### config.mk
export PLATFORM = sky130hd
export DESIGN_NAME = hmac_apb_regs
export DESIGN_NICKNAME = d
export VERILOG_FILES = /design/src/hmac_pkg.sv /design/src/hmac_apb_regs.sv
export VERILOG_INCLUDE_DIRS = /design/src
export SDC_FILE = /design/constraint.sdc
export NUM_CORES = 1
export LEC_CHECK = 0
export CORE_AREA = 5 5 348 350
export DETAILED_ROUTE_END_ITERATION = 10
export DIE_AREA = 0 0 353 355
export DONT_BUFFER_PORTS = 1
export PLACE_DENSITY = 0.52
export REMOVE_ABC_BUFFERS = 1
export SLEW_MARGIN = 20
export SYNTH_ARGS = -nofsm -noshare
export SYNTH_HDL_FRONTEND = slang
export SYNTH_SLANG_ARGS = --single-unit
### constraint.sdc
create_clock -name clk -period 6.19 [get_ports clk]
set_input_delay 1.238 -clock clk [delete_from_list [all_inputs] [get_ports clk]]
set_output_delay 1.238 -clock clk [all_outputs]
set_load 0.01 [all_outputs]
### src/hmac_defs.svh
`ifndef HMAC_DEFS_SVH
`define HMAC_DEFS_SVH

// APB address width
`define HMAC_ADDR_W       8

// Key and digest sizes in 32-bit words
`define HMAC_KEY_WORDS    16
`define HMAC_DIGEST_WORDS 8

// Register map
`define HMAC_REG_CTRL     8'h00 // Command on write, status on read
`define HMAC_REG_DATA     8'h04 // Message word port
`define HMAC_REG_KEY      8'h40 // 16 key words, first word is MSB of key
`define HMAC_REG_DIGEST   8'h80 // 8 digest words, read only

`endif

### src/hmac_pkg.sv
`default_nettype none

package hmac_pkg;
`include "hmac_defs.svh"

	// APB4 master to slave
	typedef struct packed {
		logic [`HMAC_ADDR_W-1:0] paddr;
		logic                    psel;
		logic                    penable;
		logic                    pwrite;
		logic [31:0]             pwdata;
		logic [3:0]              pstrb;
	} apb_req_t;

	// APB4 slave to master
	typedef struct packed {
		logic [31:0] prdata;
		logic        pready;
		logic        pslverr;
	} apb_rsp_t;

	// One word into a hasher, big-endian
	typedef struct packed {
		logic        update;   // Data word valid
		logic        finalize; // End of message
		logic [31:0] data;
		logic [2:0]  nbytes;   // Leading bytes valid, 1..4
	} hash_beat_t;

	////////////////////
	// CTRL word, two views

	typedef struct packed {
		logic [28:0] reserved;
		logic        key_load; // bit 2
		logic        finalize; // bit 1
		logic        start;    // bit 0
	} hmac_cmd_t;

	typedef struct packed {
		logic [28:0] reserved;
		logic        done;  // bit 2
		logic        busy;  // bit 1
		logic        ready; // bit 0
	} hmac_status_t;

	typedef union packed {
		hmac_cmd_t    cmd;    // Write view
		hmac_status_t status; // Read view
	} hmac_ctrl_u;

endpackage

`default_nettype wire

### src/hmac_apb_regs.sv
`timescale 1ns/1ps
`default_nettype none
`include "hmac_defs.svh"

module hmac_apb_regs import hmac_pkg::*; (
	input  logic         clk,
	input  logic         rst_n,
	input  apb_req_t     apb_req,
	input  logic         ready,
	input  logic         accept,
	input  logic         hash_valid,
	input  logic [255:0] hash,
	output apb_rsp_t     apb_rsp,
	output logic [511:0] key,
	output logic         key_update,
	output logic         start,
	output hash_beat_t   msg,
	output logic         irq
);

	////////////////////
	// Address decode

	logic [`HMAC_ADDR_W-1:0] addr;
	logic access, aligned, is_ctrl, is_data, is_key, is_dig, mapped;
	logic data_ok, data_wr, err, wr_fire;
	logic fin_pend, busy_q, done_q;
	logic [255:0] dig_q;
	hmac_ctrl_u wr_view, rd_view;
	logic [2:0] nbytes;

	assign addr    = apb_req.paddr;
	assign access  = apb_req.psel & apb_req.penable;
	assign aligned = (addr[1:0] == 2'b00);
	assign is_ctrl = (addr == `HMAC_REG_CTRL);
	assign is_data = (addr == `HMAC_REG_DATA);
	assign is_key  = aligned && addr >= `HMAC_REG_KEY
		&& addr < `HMAC_REG_KEY + 4*`HMAC_KEY_WORDS;
	assign is_dig  = aligned && addr >= `HMAC_REG_DIGEST
		&& addr < `HMAC_REG_DIGEST + 4*`HMAC_DIGEST_WORDS;
	assign mapped  = is_ctrl | is_data | is_key | is_dig;

	assign data_ok = ready & ~fin_pend;                 // Message phase open
	assign data_wr = apb_req.pwrite & is_data;
	assign err     = ~mapped | (data_wr & ~data_ok) | (apb_req.pwrite & is_dig);
	assign wr_fire = access & apb_req.pwrite & apb_rsp.pready & ~err;
	assign wr_view = apb_req.pwdata;                    // Command view of CTRL

	// Leading set strobes, lane 3 is the first byte
	always_comb begin
		casez (apb_req.pstrb)
			4'b10??: nbytes = 3'd1;
			4'b110?: nbytes = 3'd2;
			4'b1110: nbytes = 3'd3;
			default: nbytes = 3'd4;
		endcase
	end

	// Beat to core, held by the stalled APB access
	assign msg.update   = access & data_wr & data_ok;
	assign msg.finalize = fin_pend;
	assign msg.data     = apb_req.pwdata;
	assign msg.nbytes   = nbytes;

	////////////////////
	// Response

	always_comb begin
		rd_view        = '0;
		rd_view.status.ready = ready;
		rd_view.status.busy  = busy_q;
		rd_view.status.done  = done_q;
		apb_rsp.prdata = '0;
		if (is_ctrl) apb_rsp.prdata = rd_view;
		else if (is_key) apb_rsp.prdata = key[511 - 32*addr[5:2] -: 32];
		else if (is_dig) apb_rsp.prdata = dig_q[255 - 32*addr[4:2] -: 32];
		// DATA write waits for the core
		apb_rsp.pready  = access & ~(data_wr & data_ok & ~accept);
		apb_rsp.pslverr = access & err;
	end

	assign irq = done_q;

	// Payload registers
	always_ff @(posedge clk) begin
		if (wr_fire && is_key) key[511 - 32*addr[5:2] -: 32] <= apb_req.pwdata;
		if (hash_valid) dig_q <= hash;
	end

	// Control and status
	always_ff @(posedge clk or negedge rst_n) begin
		if (!rst_n) begin
			start      <= 1'b0;
			key_update <= 1'b0;
			fin_pend   <= 1'b0;
			busy_q     <= 1'b0;
			done_q     <= 1'b0;
		end else begin
			start      <= wr_fire & is_ctrl & wr_view.cmd.start;
			key_update <= wr_fire & is_ctrl & wr_view.cmd.key_load;
			if (fin_pend && accept) fin_pend <= 1'b0; // Core took finalize
			if (wr_fire && is_ctrl && wr_view.cmd.finalize && ready) fin_pend <= 1'b1;
			if (hash_valid) begin
				busy_q <= 1'b0;
				done_q <= 1'b1;
			end
			if (wr_fire && is_ctrl && wr_view.cmd.start) begin
				busy_q   <= 1'b1;
				done_q   <= 1'b0;
				fin_pend <= 1'b0;
			end
		end
	end

endmodule

`default_nettype wire

## Word level (Yosys, flattened, before mapping)

Cells that the tools add are included.

- Register bits after elaboration: 773
- Input port bits: 308
- Word-level logic and storage cells: 76

- Add/sub/neg operators: 3
- $lt $le $gt $ge: 4
- Equal/unequal tests: 4
- Shift operators: 4
- Mux-type cells: 12
- Bitwise logic cells: 28
- Reductions and logical operators: 14

Operator list:

| kind | count |
|---|---|
| variable shift 32 x 34 -> 543 bit, first input constant | 1 |
| variable part select 32 x 34 -> 543 bit | 1 |
| variable part select 543 x 33 -> 32 bit | 1 |
| bitwise mux 512 bit | 1 |
| variable part select 287 x 33 -> 32 bit | 1 |
| 2-to-1 mux 32 bit | 3 |
| negation 32 -> 34 bit | 1 |
| bitwise AND 1 bit | 17 |
| < comparator 8 bit, second input constant | 2 |
| logical AND 1 bit | 10 |
| subtractor 9 x 9 -> 10 bit, first input constant | 1 |
| case mux 3 bit (3 select lines) | 1 |
| subtractor 8 x 8 -> 9 bit, first input constant | 1 |
| == test 8 x 3 -> 1 bit, second input constant | 1 |
| greater-or-equal comparator 8 x 7 -> 1 bit, second input constant | 1 |
| greater-or-equal comparator 8 bit, second input constant | 1 |
| zero test 8 bit | 1 |
| 2-to-1 mux 1 bit | 7 |
| inverter 1 bit | 6 |
| OR 1 bit | 5 |
| == test 4 bit, second input constant | 1 |
| == test 3 bit, second input constant | 1 |
| nonzero test 3 bit | 1 |
| == test 2 bit, second input constant | 1 |
| 2 further kinds | 2 |

## Logic depth before layout (Yosys ltp)

- Depth after elaboration: 15
- Depth in mapped cells: 8

## Worst setup path before layout

No wires, ideal clock.

- Path kind: input port to flip-flop
- Start: input port apb_req[46] (netlist bit)
- End: register key[160], enable pin
- Library setup time: 0.461 ns
- Arrival time: 4.363 ns
- Setup slack: 1.366 ns
- Stages: 4
- Cell sequence: nor4b_4 > nand4_1 > clkbuf_1 > nor3_1

- Word-level cells in the longest chain between the ends: 11
- Elaborated cells on any way between the ends: 27

Ends and longest elaborated chain:

| element | line | RTL |
|---|---|---|
| start, declared | hmac_apb_regs.sv:8 | `input apb_req_t apb_req,` |
| greater-or-equal comparator 8 x 7 -> 1 bit (no line) | -- |  |
| logical AND 1 bit (no line) (2 in series) | -- |  |
| OR 1 bit (2 in series) | hmac_apb_regs.sv:41 | `assign mapped = is_ctrl \| is_data \| is_key \| is_dig;` |
| inverter 1 bit | hmac_apb_regs.sv:45 | `assign err = ~mapped \| (data_wr & ~data_ok) \| (apb_req.pwrite & is_dig);` |
| OR 1 bit (2 in series) | hmac_apb_regs.sv:45 |  |
| inverter 1 bit | hmac_apb_regs.sv:46 | `assign wr_fire = access & apb_req.pwrite & apb_rsp.pready & ~err;` |
| bitwise AND 1 bit | hmac_apb_regs.sv:46 |  |
| logical AND 1 bit (*) | hmac_apb_regs.sv:86 | `if (wr_fire && is_key) key[511 - 32*addr[5:2] -: 32] <= apb_req.pwdata;` |
| end signal, assigned by index | hmac_apb_regs.sv:86 |  |
| end, declared | hmac_apb_regs.sv:14 | `output logic [511:0] key,` |

Every way passes the cells marked *; elsewhere a longest branch is shown, timed or not.
A chain may end at the register's enable or synchronous reset.

==> summary.txt <==
Post-Syn Area: 33510 sq um
Final Max Tran Viols: 0
Area Overhead vs Synth: 13.44%
Initial antenna violation count: 11
Setup ws final: 1527 ps
Yosys cell types: 45
Share of the yosys chip area belonging to registers: 69.19%
VDD IR max: 0.0002434 V
Total global routing overflow: 0
Final wirelength: 138600 um
RSZ-0062 raised after global routing: false
Fmax: 0.2145 GHz
Class of the worst hold path: in -> async
Setup CP Type: in -> out
Post-synth top cells: edfxtp_1, and2_1, mux4_2
Vias in the first global route: 19490
DR WL/cell: 39.31 um
Post-Route Setup TNS: 0 ps
Slew @ Worst Pin: 1052 ps
Root buf cell: clkbuf_16
DP Worst Slack: 1457 ps
P_int: 9.271 mW
Worst Path Max Fanout: 15
Clock Skew: 0 ps
Detailed Place HPWL: 91540 um
Post-DRT Antenna Nets: 0
Post-layout util: 32.37%
Post-synth EDFFs: 768
Core Area: 117500 sq um
Critical path's slowest cell: o21ai_0
Clk slew on worst S/H paths: 70 ps
Complex-gate fraction of the synthesized area: 1.654%
Comb power frac: 3.2%
# setup viols final: 0
Fin. Hold Viols: 0
Async SR Flop Fraction: 0.6468%
Clk sink count: 773
Die area: 125300 sq um
Clk Latency, worst-skew pair: 690 ps
Peak per-stage delay on the critical path: 600 ps
CP Cell Sequence: nor4b_4 -> nand2_2 -> buf_4 -> o21ai_0
Initial Utilization: 28.53%
Crit. End Element: primary output
Top FF cell, synth: edfxtp_1
First drt pass iteration count: 7
Layout cell share with drive strength beyond 1: 20.45%
Status: finished clean
Cells after Synth: 1964
Main combinational cell family by area after synthesis: multiplexers
Final nets: 2226
Cts bufs inserted: 90
Sequential Power Share: 50.6%
Simple logic cell fraction of the synthesized area: 10.49%
I/O pin cnt: 894
Largest net degree at the start of global routing: 259
Main area contributors after synthesis: edfxtp_1, mux4_2, and2_1
Clk pwr share: 46.3%
Yosys synthesis warning count: 0
DRT iter0 DRCs: 1942
Synthesized area per cell: 17.06 sq um
Post-route DRC: 0
Cell row count: 126
Adder-cell share of the synthesized area: 0%
Area leader, netlist: edfxtp_1
Switching Power: 2.428 mW
PwrDens: 307.7 nW/um^2
Post-CTS sizing: 0
Die X: 353 um
Postcts setup bufs: 0
Die Y: 355 um
Fin cells: 3527
Placed insts: 3362
Post-synthesis register bit count: 773
Via count: 18950
GPL Wtd Cong: 0.8642
Yosys top cell area share: 68.81%
CTS tree: yes
Worst EP required: 4950 ps
Vias/cell: 5.373
Max Root-Sink Buffers: 3
H-tree Lvls: 3
Worst setup SP type: primary input
Total track usage: 21.35%
Global-route wire length before repair: 182700 um
Fin crit share: 75.33%
Port Buf Inserts: 0
Tmin final: 4663 ps
Total power: 11.70 mW
Switch share: 20.75%
Slew headroom: 29.71%
Mux contribution to synthesized area: 15.53%
CP arrival: 3420 ps
Post-Synth XOR/XNOR Area: 0%
Maximum Capacitance Violations: 0
Leakage power: 11.54 nW
Most frequent cell after synthesis: edfxtp_1
# hold bufs at CTS: 0
## through the flow
step	hold slack, ps	cell area [sq um]
3_3_place_gp	459.9	35030
5_1_grt	170.5	38020
4_1_cts	155.0	38020
2_1_floorplan	450.1	32480
3_5_place_dp	468.0	35030
6_report	234.5	38020
## power groups by stage
stage / Clock (mW) / Sequential (mW) / Combinational (mW)
floorplan: 0 / 6.00 / 0.249
global route: 5.73 / 5.92 / 0.388
global placement: 0 / 6.02 / 0.366
finish: 5.41 / 5.92 / 0.370
detailed placement: 0 / 6.03 / 0.370
CTS: 5.52 / 5.92 / 0.371
## area by class of cell
cell class	instances	area [sq um]
fill	11230	79430
sequential	773	23190
inverter	5	21.27
clock inverter	56	563.0
antenna	1	2.502
clock buffer	108	2426
multi-input combinational	993	9484
tap	1536	1922
timing repair buffer	55	412.9
## state kept, by name (all words and copies together) (netlist names)
| signal | cells |
|---|---|
| fin_pend | 1 |
| irq | 1 |
| busy_q | 1 |
| key | 512 |
| key_update | 1 |
| start | 1 |
| dig_q | 256 |
## placed cells by master (no fill, tap or decap), types with 5 or more instances in the layout
cell type / netlist / final
edfxtp_1: 768 / 768
dfrtp_1: 5 / 5
and3_1: 96 / 96
clkbuf_16: 0 / 95
o22a_1: 29 / 29
clkinvlp_4: 0 / 6
o21ai_0: 29 / 29
nor3_2: 0 / 16
mux2i_1: 109 / 109
nor2_4: 0 / 13
and2_1: 328 / 328
clkinv_2: 0 / 14
clkbuf_1: 109 / 13
nand3_1: 9 / 8
clkinv_1: 1 / 17
bufinv_16: 0 / 10
buf_4: 42 / 55
mux4_2: 178 / 178
nand2_1: 28 / 25
a22oi_1: 5 / 5
nor2_1: 119 / 106
a21oi_1: 6 / 6
## metal layers
metal	track usage (%)	routed length [um]	vias up
met1	24.97	51130	10050
met4	6.639	4434	0
met3	7.442	13190	242
met5	0	0	-
li1	-	-	7452
met2	37.07	69880	1201
## worst max-delay path: cells and delay by family
kind / cells / cell delay [ps]
and+or+nand+nor: 2 / 1090
buffers and inverters: 1 / 460
AOI/OAI and AO/OA: 1 / 600
## final timing paths
| path | from | end | slack (ps) | cells after the start |
|---|---|---|---|---|
| hold reg to reg | busy_q | busy_q | 490 | 1 |
| setup reg to reg | fin_pend | fin_pend | 5380 | 2 |
| hold / removal | rst_n | busy_q | 230 | 0 |
| setup / recovery | apb_req[46] | apb_rsp[16] | 1530 | 4 |
| min in group clk | busy_q | busy_q | 490 | 1 |
| max in group asynchronous | rst_n | irq | 5870 | 0 |
## cells by family after synthesis
group | count (synthesis)
AOI/OAI and AO/OA | 81
and+or+nand+nor | 621
buffers and inverters | 198
muxes | 291
DFF | 773
Note: power is estimated with default switching activity, not from simulation.
